**src/common/gamePkg.sv**
```systemverilog
// screen coordinates are 10-bit unsigned with y growing downward; colours are 24-bit RGB
package gamePkg;

    // ------------------------------
    // sizes of the game objects
    // ------------------------------
    localparam int NumPipes    = 3;
    localparam int NumHearts   = 3;
    localparam int ScoreDigits = 9;

    // ball is a square, collision point sits at its far corner
    localparam int BallSize      = 30;
    localparam int BallRefOffset = 30;

    localparam int PipeWidth  = 50;
    localparam int PipeHeight = 100;

    // heart row along the top of the screen
    localparam int HeartX0    = 450;
    localparam int HeartPitch = 50;
    localparam int HeartY     = 20;
    localparam int HeartSize  = 50;

    // score only runs while the ball is lower than this line
    localparam int ScoreFloorY = 430;

    localparam int MaxLives = 3;

    // ------------------------------
    // types
    // ------------------------------
    typedef logic [9:0] coord_t;

    // top-left corner of an object, or the beam position
    typedef struct packed {
        coord_t x;
        coord_t y;
    } objPos_t;

    typedef objPos_t [NumPipes-1:0] pipeSet_t;

    typedef logic [1:0] lives_t;

    // digit 0 is the least significant
    typedef logic [ScoreDigits-1:0][3:0] scoreBcd_t;

    typedef enum logic [1:0] {
        LayerBackground,
        LayerBall,
        LayerPipe,
        LayerHeart
    } layer_t;

    typedef struct packed {
        logic [7:0] red;
        logic [7:0] green;
        logic [7:0] blue;
    } rgb_t;

    // ------------------------------
    // palette
    // ------------------------------
    localparam rgb_t BallColor       = 24'hCC7711;
    localparam rgb_t PipeColor       = 24'h00FF44;
    localparam rgb_t HeartColor      = 24'hDD00FF;
    localparam rgb_t BackgroundColor = 24'h0000FF;
    localparam rgb_t BlankColor      = 24'h000000;

endpackage

```
**src/gameplay/livesTracker.sv**
```systemverilog
// a life is lost once per pipe entry; the ball must leave every pipe before the next hit counts
`timescale 1ns/10ps

module livesTracker
(
    input  logic              Clk,
    input  logic              Reset,
    input  gamePkg::objPos_t  Ball,
    input  gamePkg::pipeSet_t Pipes,
    output gamePkg::lives_t   Lives
);

    import gamePkg::*;

    typedef enum logic [2:0] {
        Alive3,
        Hit1,
        Alive2,
        Hit2,
        Alive1,
        Dead
    } lifeState_t;

    lifeState_t state;
    lifeState_t nextState;
    logic       collision;
    int         refX;
    int         refY;

    // ------------------------------
    // collision test
    // ------------------------------
    // reference point strictly inside a pipe
    always_comb
    begin
        refX = int'(Ball.x) + BallRefOffset;
        refY = int'(Ball.y) + BallRefOffset;
        collision = 1'b0;
        for (int p = 0; p < NumPipes; p++)
        begin
            if (refX > int'(Pipes[p].x) && refX < int'(Pipes[p].x) + PipeWidth &&
                refY > int'(Pipes[p].y) && refY < int'(Pipes[p].y) + PipeHeight)
            begin
                collision = 1'b1;
            end
        end
    end

    // ------------------------------
    // state machine
    // ------------------------------
    always_comb
    begin
        nextState = state;
        case (state)
            Alive3: if (collision) nextState = Hit1;
            Hit1:   if (!collision) nextState = Alive2;
            Alive2: if (collision) nextState = Hit2;
            Hit2:   if (!collision) nextState = Alive1;
            Alive1: if (collision) nextState = Dead;
            // dead until reset
            default: nextState = Dead;
        endcase
    end

    always_ff @(posedge Clk or posedge Reset)
    begin
        if (Reset)
        begin
            state <= Alive3;
        end
        else
        begin
            state <= nextState;
        end
    end

    // life already counts as lost during the hit
    always_comb
    begin
        case (state)
            Alive3:        Lives = lives_t'(MaxLives);
            Hit1, Alive2:  Lives = lives_t'(2);
            Hit2, Alive1:  Lives = lives_t'(1);
            default:       Lives = '0;
        endcase
    end

endmodule

```
**src/gameplay/scoreCounter.sv**
```systemverilog
// ScoreTickCycles must be 2 or more; score wraps to zero after 999999999
`timescale 1ns/10ps

module scoreCounter
#(
    parameter int ScoreTickCycles = 1048576
)
(
    input  logic               Clk,
    input  logic               Reset,
    input  gamePkg::objPos_t   Ball,
    input  gamePkg::lives_t    Lives,
    output gamePkg::scoreBcd_t Score
);

    import gamePkg::*;

    logic [$clog2(ScoreTickCycles)-1:0] tickCount;
    logic                               tickWrap;
    logic                               scoreEn;
    logic [ScoreDigits-1:0]             lowNines;
    scoreBcd_t                          scoreInc;

    // ------------------------------
    // tick divider
    // ------------------------------
    assign tickWrap = (tickCount == ScoreTickCycles - 1);

    // screen y grows downward, so a larger y is lower
    assign scoreEn = tickWrap && (int'(Ball.y) > ScoreFloorY) && (Lives != '0);

    // ------------------------------
    // decimal increment
    // ------------------------------
    // a digit moves when every digit below it is 9
    always_comb
    begin
        lowNines[0] = 1'b1;
        for (int i = 1; i < ScoreDigits; i++)
            lowNines[i] = lowNines[i-1] && (Score[i-1] == 4'd9);
        for (int i = 0; i < ScoreDigits; i++)
        begin
            if (!lowNines[i])
                scoreInc[i] = Score[i];
            else if (Score[i] == 4'd9)
                scoreInc[i] = 4'd0;
            else
                scoreInc[i] = Score[i] + 4'd1;
        end
    end

    always_ff @(posedge Clk or posedge Reset)
    begin
        if (Reset)
        begin
            tickCount <= '0;
            Score     <= '0;
        end
        else
        begin
            tickCount <= tickWrap ? '0 : tickCount + 1'b1;
            if (scoreEn)
                Score <= scoreInc;
        end
    end

endmodule

```
**src/logic/colorMapper.sv**
```systemverilog
// one draw position per clock, no flow control; Pixel lags its inputs by exactly one cycle
`timescale 1ns/10ps

module colorMapper
#(
    parameter int ScoreTickCycles = 1048576
)
(
    input  logic               Clk,
    input  logic               Reset,
    input  gamePkg::objPos_t   DrawPos,
    input  logic               Blank,
    input  gamePkg::objPos_t   Ball,
    input  gamePkg::pipeSet_t  Pipes,
    output gamePkg::rgb_t      Pixel,
    output gamePkg::lives_t    Lives,
    output gamePkg::scoreBcd_t Score
);

    import gamePkg::*;

    layer_t layer;

    // ------------------------------
    // decode
    // ------------------------------
    pixelDecode u_pixelDecode (
        .DrawPos (DrawPos),
        .Ball    (Ball),
        .Pipes   (Pipes),
        .Lives   (Lives),
        .Layer   (layer)
    );

    // ------------------------------
    // execute
    // ------------------------------
    livesTracker u_livesTracker (
        .Clk   (Clk),
        .Reset (Reset),
        .Ball  (Ball),
        .Pipes (Pipes),
        .Lives (Lives)
    );

    scoreCounter #(
        .ScoreTickCycles (ScoreTickCycles)
    ) u_scoreCounter (
        .Clk   (Clk),
        .Reset (Reset),
        .Ball  (Ball),
        .Lives (Lives),
        .Score (Score)
    );

    // ------------------------------
    // result
    // ------------------------------
    pixelResult u_pixelResult (
        .Clk   (Clk),
        .Reset (Reset),
        .Layer (layer),
        .Blank (Blank),
        .Pixel (Pixel)
    );

endmodule

```
**src/render/pixelDecode.sv**
```systemverilog
// purely combinational; boxes include left/top edges and exclude right/bottom, no wrap at screen edge
`timescale 1ns/10ps

module pixelDecode
(
    input  gamePkg::objPos_t  DrawPos,
    input  gamePkg::objPos_t  Ball,
    input  gamePkg::pipeSet_t Pipes,
    input  gamePkg::lives_t   Lives,
    output gamePkg::layer_t   Layer
);

    import gamePkg::*;

    logic ballOn;
    logic pipeOn;
    logic heartOn;

    // half-open box test, done in int so corner plus size cannot overflow
    function automatic logic inRect(objPos_t pos, int x0, int y0, int width, int height);
        int dx;
        int dy;
        dx = int'(pos.x) - x0;
        dy = int'(pos.y) - y0;
        return (dx >= 0) && (dx < width) && (dy >= 0) && (dy < height);
    endfunction

    // ------------------------------
    // object hit tests
    // ------------------------------
    always_comb
    begin
        ballOn = inRect(DrawPos, int'(Ball.x), int'(Ball.y), BallSize, BallSize);
    end

    always_comb
    begin
        pipeOn = 1'b0;
        for (int p = 0; p < NumPipes; p++)
        begin
            if (inRect(DrawPos, int'(Pipes[p].x), int'(Pipes[p].y), PipeWidth, PipeHeight))
            begin
                pipeOn = 1'b1;
            end
        end
    end

    // heart k survives while lives exceed 2 - k
    // so the leftmost one goes first
    always_comb
    begin
        heartOn = 1'b0;
        for (int k = 0; k < NumHearts; k++)
        begin
            if (int'(Lives) > NumHearts - 1 - k &&
                inRect(DrawPos, HeartX0 + k * HeartPitch, HeartY, HeartSize, HeartSize))
            begin
                heartOn = 1'b1;
            end
        end
    end

    // ------------------------------
    // layer priority
    // ------------------------------
    // ball is drawn over pipes, pipes over hearts
    always_comb
    begin
        if (ballOn)
        begin
            Layer = LayerBall;
        end
        else if (pipeOn)
        begin
            Layer = LayerPipe;
        end
        else if (heartOn)
        begin
            Layer = LayerHeart;
        end
        else
        begin
            Layer = LayerBackground;
        end
    end

endmodule

```
**src/render/pixelResult.sv**
```systemverilog
// one cycle of latency from layer to pixel; Blank is active low (high means visible area)
`timescale 1ns/10ps

module pixelResult
(
    input  logic            Clk,
    input  logic            Reset,
    input  gamePkg::layer_t Layer,
    input  logic            Blank,
    output gamePkg::rgb_t   Pixel
);

    import gamePkg::*;

    rgb_t nextPixel;

    // ------------------------------
    // palette lookup
    // ------------------------------
    always_comb
    begin
        if (!Blank)
        begin
            // outside the visible area
            nextPixel = BlankColor;
        end
        else
        begin
            case (Layer)
                LayerBall:
                begin
                    nextPixel = BallColor;
                end
                LayerPipe:
                begin
                    nextPixel = PipeColor;
                end
                LayerHeart:
                begin
                    nextPixel = HeartColor;
                end
                default:
                begin
                    nextPixel = BackgroundColor;
                end
            endcase
        end
    end

    // ------------------------------
    // output register
    // ------------------------------
    always_ff @(posedge Clk or posedge Reset)
    begin
        if (Reset)
        begin
            Pixel <= BlankColor;
        end
        else
        begin
            Pixel <= nextPixel;
        end
    end

endmodule

```
**config.mk**
```make
export PLATFORM = sky130hd
export DESIGN_NAME = colorMapper
export DESIGN_NICKNAME = d
export VERILOG_FILES = /design/src/common/gamePkg.sv /design/src/gameplay/livesTracker.sv /design/src/gameplay/scoreCounter.sv /design/src/logic/colorMapper.sv /design/src/render/pixelDecode.sv /design/src/render/pixelResult.sv
export SDC_FILE = /design/constraint.sdc
export NUM_CORES = 1
export LEC_CHECK = 0
export BUFFER_PORTS_ARGS = -buffer_cell sky130_fd_sc_hd__buf_2
export CAP_MARGIN = 25
export CORE_MARGIN = 2
export CORE_UTILIZATION = 59
export DETAILED_ROUTE_END_ITERATION = 12
export PLACE_DENSITY = 0.83
export SLEW_MARGIN = 20
export SYNTH_ARGS = -nofsm -noshare
export SYNTH_HDL_FRONTEND = slang
export SYNTH_SLANG_ARGS = --single-unit
```
**constraint.sdc**
```tcl
create_clock -name Clk -period 6.2 [get_ports Clk]
set_clock_uncertainty 0.15 [all_clocks]
set_input_delay 0.31 -clock Clk [delete_from_list [all_inputs] [get_ports Clk]]
set_output_delay 0.31 -clock Clk [all_outputs]
set_load 0.02 [all_outputs]
```
==> results.sh, run 1 <==
export IMPL_vias_per_cell=6.183
export IMPL_cts_resized=0
export IMPL_synth_avg_cell_area_sq_um=8.217
export IMPL_tightestPinTransition_ps=857.2
export IMPL_wl_met3_um=1940
export IMPL_synthAdderAreaFrac=0.2511
export IMPL_cts_tree="done"
export IMPL_maxCapViolations=0
export IMPL_place_area_sq_um=11530
export IMPL_antenna_found_initial=0
export IMPL_power_density_nw_per_um2=147.6
export IMPL_max_freq_mhz=268.5
export IMPL_syn_inst=1283
export IMPL_wl_met2_um=13500
export IMPL_initial_core_util=0.6074
export IMPL_fin_tns_setup_ps=0
export IMPL_yosysTopAreaCellShare=0.2397
export IMPL_htree_levels=3
export IMPL_antenna_left=0
export IMPL_period_needed_ps=3725
export IMPL_antenna_cells=0
export IMPL_core_sq_um=17360
export IMPL_first_iter_violations=583
export IMPL_synth_area_mux_share=0.01021
export IMPL_hold_class="input pin to async pin"
export IMPL_timing_hold_violations_final=0
export IMPL_clockBufferDepth=2
export IMPL_synth_commonest_cells="ha_1 (202), inv_1 (122), xnor2_1 (87), nand2_1 (83), nor2_1 (78)"
export IMPL_final_period_utilization=0.6008
export IMPL_fp_dieArea_sq_um=18950
export IMPL_r2r_cells=8
export IMPL_synth_area_leaders="ha_1 (24%), dfrtp_1 (16%), xnor2_1 (7.2%)"
export IMPL_clk_latency_ps=330
export IMPL_worstPathRequired_ps=6310
export IMPL_synthXorXnorAreaFrac=0.09803
export IMPL_grt_pass1_wl_um=45910
export IMPL_drc=0
export IMPL_yosysTopAreaCell="ha_1"
export IMPL_setup_viol=0
export IMPL_cp_start_kind="input pin"
export IMPL_cts_buffers=9
export IMPL_synthFlopType="dfrtp_1"
export IMPL_hpwlAfterDp_um=24160
export IMPL_clkTransAtPathRegs_ps=50
export IMPL_drive_gt1_frac=0.1474
export IMPL_root_buffer="clkbuf_16"
export IMPL_reg2reg_to="u_pixelResult.Pixel[5]"
export IMPL_path_max_fanout=11
export IMPL_ys_ff_latch=66
export IMPL_first_pass_iters=5
export IMPL_stdcell_count=1670
export IMPL_fillers=1437
export IMPL_synth_edf_count=0
export IMPL_synth_most_common_cell="ha_1"
export IMPL_synth_compound_area_share=0.2048
export IMPL_overflow=0
export IMPL_grt_pass1_vias=9856
export IMPL_slew_violations=0
export IMPL_rrSetupSlack_ps=3080
export IMPL_critPathKind="input pin to flip-flop"
export IMPL_boundaryPins=165
export IMPL_port_buffers=162
export IMPL_route_layer_met1_wl_um=12100
export IMPL_p_leak_nw=5.747
export IMPL_r2r_start="u_livesTracker.state[2]"
export IMPL_die_y_um=137.7
export IMPL_topRoutingLayerUsed="met4"
export IMPL_die_w_um=137.7
export IMPL_cts_hold_buffers=0
export IMPL_ys_seq_area_frac=0.1567
export IMPL_status="complete, no violations"
export IMPL_detail_route_wl_per_cell_um=17.16
export IMPL_cp_end_kind="flip-flop"
export IMPL_area_delta_synth_final_pct=11.96
export IMPL_clkSinkCount=66
export IMPL_async_flop_share=1.000
export IMPL_netlist_area_sq_um=10540
export IMPL_rsz0062_at_grt="no"
export IMPL_fin_area_sq_um=11800
export IMPL_grt_total_usage=0.3034
export IMPL_synth_top_family_by_area="adder cells"
export IMPL_yosys_area_share_simple=0.2225
export IMPL_grt_max_degree=67
export IMPL_final_nets=1751
export IMPL_peakVddDrop_v=0.0001911
export IMPL_post_cts_buffers=0
export IMPL_rows=48
export IMPL_yosys_warnings=0
export IMPL_relSlewSlack=0.4225
export IMPL_crit_arrival_ps=3840
export IMPL_vias=10325
export IMPL_finalWirelength_um=28660
export IMPL_dp_cells=1655
export IMPL_yosysUniqueCellTypes=86
export IMPL_place_congestion=0.9711
[routing by layer]
metal	GRT usage	vias to the layer above
li1	-	5063
met1	0.3774	4785
met2	0.5224	396
met3	0.03716	81
met4	0.1392	0
met5	0	-
[cell type report]
type | count | area, sq um | share of cell area
Tap cell | 225 | 281.5 | 0.02385
Sequential cell | 66 | 1652 | 0.1399
Multi-Input combinational cell | 1077 | 8307 | 0.7037
Clock inverter | 2 | 12.51 | 0.001060
Inverter | 122 | 457.9 | 0.03880
Clock buffer | 13 | 260.3 | 0.02205
Timing Repair Buffer | 165 | 833.3 | 0.07060
[placed cells by master (no fill, tap or decap), drive strengths merged, types with 7 or more instances in the layout]
cell type,count
or4,10
buf,165
o2111ai,10
nand2b,27
xor2,31
o31a,7
nand4,28
a2111oi,9
a31oi,12
and3,13
clkbuf,13
nand2,84
a21oi,56
ha,202
or3,15
xnor2,87
a211oi,15
o21a,20
o31ai,13
inv,122
o211ai,16
nor4,18
a21o,22
nand3,50
nor2b,22
nor3,35
and2,11
or2,8
dfrtp,66
a311oi,7
nor2,80
o21ai,55
[where the power goes]
group | leakage [nW] | switching [mW] | internal [mW] | total (mW)
logic | 4.76 | 0.485 | 0.338 | 0.823
clock network | 0.132 | 0.172 | 0.289 | 0.462
registers | 0.851 | 0.0172 | 0.441 | 0.458
total | 5.75 | 0.675 | 1.07 | 1.74
[kinds of logic (layout without fill, tap and decap cells)]
family | Yosys count | in the layout
adder cells (fa/ha/maj) | 209 | 209
other | 1 | 2
flip-flops | 66 | 66
multiplexers | 10 | 10
buffers and inverters | 141 | 302
XOR/XNOR | 118 | 118
AND/OR/NAND/NOR | 429 | 429
AO/OA/AOI/OAI | 309 | 309
[worst max-delay path: stages]
cell and delay (ps):
buf_2 220, inv_1 250, fa_1 480, nand2b_1 200, a211oi_1 490, o31ai_1 210
o21a_1 200, a2111oi_0 450, nand4_1 230, o21a_1 190, a31oi_1 230, ha_1 270
nor2_1 90
[per-stage QoR]
step | setup slack, ps | util | total power, mW | hold WS [ps]
global route | 2186 | 0.6801 | 1.865 | 89.02
detailed placement | 2219 | 0.6644 | 1.271 | 305.0
CTS | 2586 | 0.6801 | 1.737 | 74.10
floorplan | 3008 | - | 1.028 | 273.9
global placement | 2378 | 0.6641 | 1.249 | 286.6
finish | 2475 | 0.6801 | 1.743 | 75.93
[worst max path at each step]
stage / slack, ps / endpoint / startpoint / cells past startpoint
after floorplan: 3010 / u_pixelResult.Pixel[14] / DrawPos[10] / 13
after global placement: 2380 / u_pixelResult.Pixel[5] / DrawPos[11] / 13
after detailed placement: 2220 / u_pixelResult.Pixel[5] / DrawPos[11] / 13
after CTS: 2590 / u_pixelResult.Pixel[5] / DrawPos[11] / 13
after global routing: 2190 / u_pixelResult.Pixel[5] / DrawPos[11] / 13
final: 2470 / u_pixelResult.Pixel[5] / DrawPos[11] / 13
[state kept, by name, summed over array words and instances, names as in the netlist]
name	flops
u_scoreCounter.tickCount	20
u_scoreCounter.Score	36
u_pixelResult.Pixel	7
u_livesTracker.state	3
No activity file was read; power rests on OpenSTA's default activity.
==> run 2: changes to the inputs <==
==> constraint.sdc (replaced) <==
create_clock -name Clk -period 3.5 [get_ports Clk]
set_clock_uncertainty 0.15 [all_clocks]
set_input_delay 0.175 -clock Clk [delete_from_list [all_inputs] [get_ports Clk]]
set_output_delay 0.175 -clock Clk [all_outputs]
set_load 0.02 [all_outputs]
==> run 2 against run 1 <==
Final area is 4.4% higher. Clock-buffer cell count shrank 2. Sequential share of layout area down 0.58 points. Die area unchanged. Global-route usage up 1.4 points. Register-to-register slack worse by 2700 ps.
==> results.sh, run 2 (synthesis results as in run 1) <==
export IMPL_path_cells="buf_2 -> inv_1 -> buf_4 -> ha_1 -> fa_1 -> nor2b_1 -> o311a_1 -> o22ai_1 -> xnor2_1 -> a2111oi_0 -> buf_4 -> o211ai_1 -> o21a_1 -> a31oi_1 -> ha_1 -> nor2_1"
export IMPL_reg_largest_list="u_scoreCounter.Score (36), u_scoreCounter.tickCount (20), u_pixelResult.Pixel (7)"
export IMPL_max_stage_delay_ps=420
export IMPL_cts_buffers=9
export IMPL_tightestPinTransition_ps=762.8
export IMPL_cp_top_family="compound AO/OA/AOI/OAI gates"
export IMPL_rrSetupSlack_ps=380
export IMPL_path_max_fanout=3
export IMPL_grt_pass1_wl_um=48030
export IMPL_first_pass_iters=6
export IMPL_drc=0
export IMPL_worstPathRequired_ps=3610
export IMPL_finalWirelength_um=29780
export IMPL_htree_levels=3
export IMPL_clkSinkCount=66
export IMPL_antenna_left=0
export IMPL_vias=10654
export IMPL_slew_violations=0
export IMPL_grt_pass1_vias=10402
export IMPL_fin_ws_ps=297.3
export IMPL_topRoutingLayerUsed="met4"
export IMPL_die_w_um=137.7
export IMPL_die_y_um=137.7
export IMPL_peakVddDrop_v=0.0002972
export IMPL_post_cts_buffers=0
export IMPL_critPathKind="input pin to flip-flop"
export IMPL_layout_commonest_cell="ha_1"
export IMPL_period_needed_ps=3203
export IMPL_route_layer_met1_wl_um=12270
export IMPL_place_congestion=0.9853
export IMPL_clk_latency_ps=330
export IMPL_setup_viol=0
export IMPL_fp_dieArea_sq_um=18950
export IMPL_fin_area_sq_um=12320
export IMPL_dp_cells=1713
export IMPL_hold_class="input pin to async pin"
export IMPL_pre_cts_ws_ps=-74.44
export IMPL_stdcell_count=1730
export IMPL_fillers=1388
export IMPL_detail_route_wl_per_cell_um=17.21
export IMPL_cp_slowest_cell="a2111oi_0"
export IMPL_drive_gt1_frac=0.1807
export IMPL_relSlewSlack=0.4850
export IMPL_clockBufferDepth=2
export IMPL_clkTransAtPathRegs_ps=50
export IMPL_place_area_sq_um=11960
export IMPL_port_buffers=162
export IMPL_power_mw=3.289
export IMPL_final_nets=1812
export IMPL_maxCapViolations=0
export IMPL_max_freq_mhz=312.2
export IMPL_rsz0062_at_grt="no"
export IMPL_status="complete, no violations"
export IMPL_area_delta_synth_final_pct=16.84
export IMPL_vias_per_cell=6.158
export IMPL_antenna_found_initial=0
export IMPL_grt_max_degree=44
export IMPL_initial_core_util=0.6074
export IMPL_largest_reg_flops=36
export IMPL_cp_start_kind="input pin"
export IMPL_path_buf_inv=4
export IMPL_first_iter_violations=717
export IMPL_layout_common_cells="ha_1 (202), buf_2 (162), inv_1 (121)"
export IMPL_wl_met2_um=14350
export IMPL_final_period_utilization=0.9150
export IMPL_wl_met3_um=2063
export IMPL_timing_hold_violations_final=0
export IMPL_p_leak_nw=6.077
export IMPL_boundaryPins=165
export IMPL_utilization=0.7097
export IMPL_antenna_cells=0
export IMPL_root_buffer="clkbuf_16"
export IMPL_cts_tree="done"
export IMPL_cp_end_kind="flip-flop"
export IMPL_grt_total_usage=0.3173
export IMPL_overflow=0
export IMPL_power_density_nw_per_um2=267.0
export IMPL_rows=48
export IMPL_hpwlAfterDp_um=24820
export IMPL_crit_arrival_ps=3310
export IMPL_core_sq_um=17360
export IMPL_top_register="u_scoreCounter.Score"
==> run 2: cell count changes in the layout (fill, tap and decap cells not counted), sizes merged <==
cell | before | now
buf | 165 | 224
bufinv | 0 | 2
clkbuf | 13 | 11
dlygate4sd3 | 0 | 2
clkinvlp | 1 | 0
==> run 2: timing repair <==
action                                  in CTS  in global routing
hold buffers                                 2                  0
endpoints found under the setup margin       0                  4
endpoints found under the hold margin       45                  0
gates resized for setup                      0                  2
==> run 2: stage by stage <==
stage          TNS (ps)  hold slack [ps]
2_1_floorplan         0            153.6
3_3_place_gp     -41.37            268.0
3_5_place_dp     -248.2            276.5
4_1_cts               0            274.3
5_1_grt               0            284.2
6_report              0            239.4
==> run 2: layer usage <==
layer  vias to the layer above  GRT usage
met4                         0     0.1226
met2                       424     0.5564
met3                        85    0.04489
met1                      4974     0.3916
met5                         -          0
li1                       5171          -
==> run 2: cell type report <==
class	instances	area, sq um	area share
multi-input combinational	1077	8310	0.6747
sequential	66	1652	0.1341
timing repair buffer	226	1309	0.1062
inverter	122	457.9	0.03718
tap	225	281.5	0.02285
clock buffer	11	242.7	0.01971
clock inverter	3	65.06	0.005282
==> run 2: worst paths after layout <==
path	from	endpoint	cells after the start
setup reg to reg	u_scoreCounter.tickCount[0]	u_scoreCounter.Score[33]	9
min in group Clk	u_scoreCounter.tickCount[0]	u_scoreCounter.tickCount[0]	1
hold / removal	Reset	u_scoreCounter.Score[15]	3
setup / recovery	DrawPos[10]	u_pixelResult.Pixel[5]	16
hold reg to reg	u_scoreCounter.tickCount[0]	u_scoreCounter.tickCount[0]	1
max in group asynchronous	Reset	u_scoreCounter.tickCount[19]	5
==> run 2: worst reg2reg max path: stages (launching register included) <==
cell     delay (ps)
dfrtp_1         360
ha_1            300
inv_1            70
or4_4           570
nor4_4          230
nand4_4         210
nor2_4          330
nand3_4         180
nor3_1          250
mux2_2          350
==> run 2: where the power goes <==
part           switching [mW]  internal [mW]
combinational           0.869          0.668
sequential             0.0332          0.781
clock                   0.305          0.633
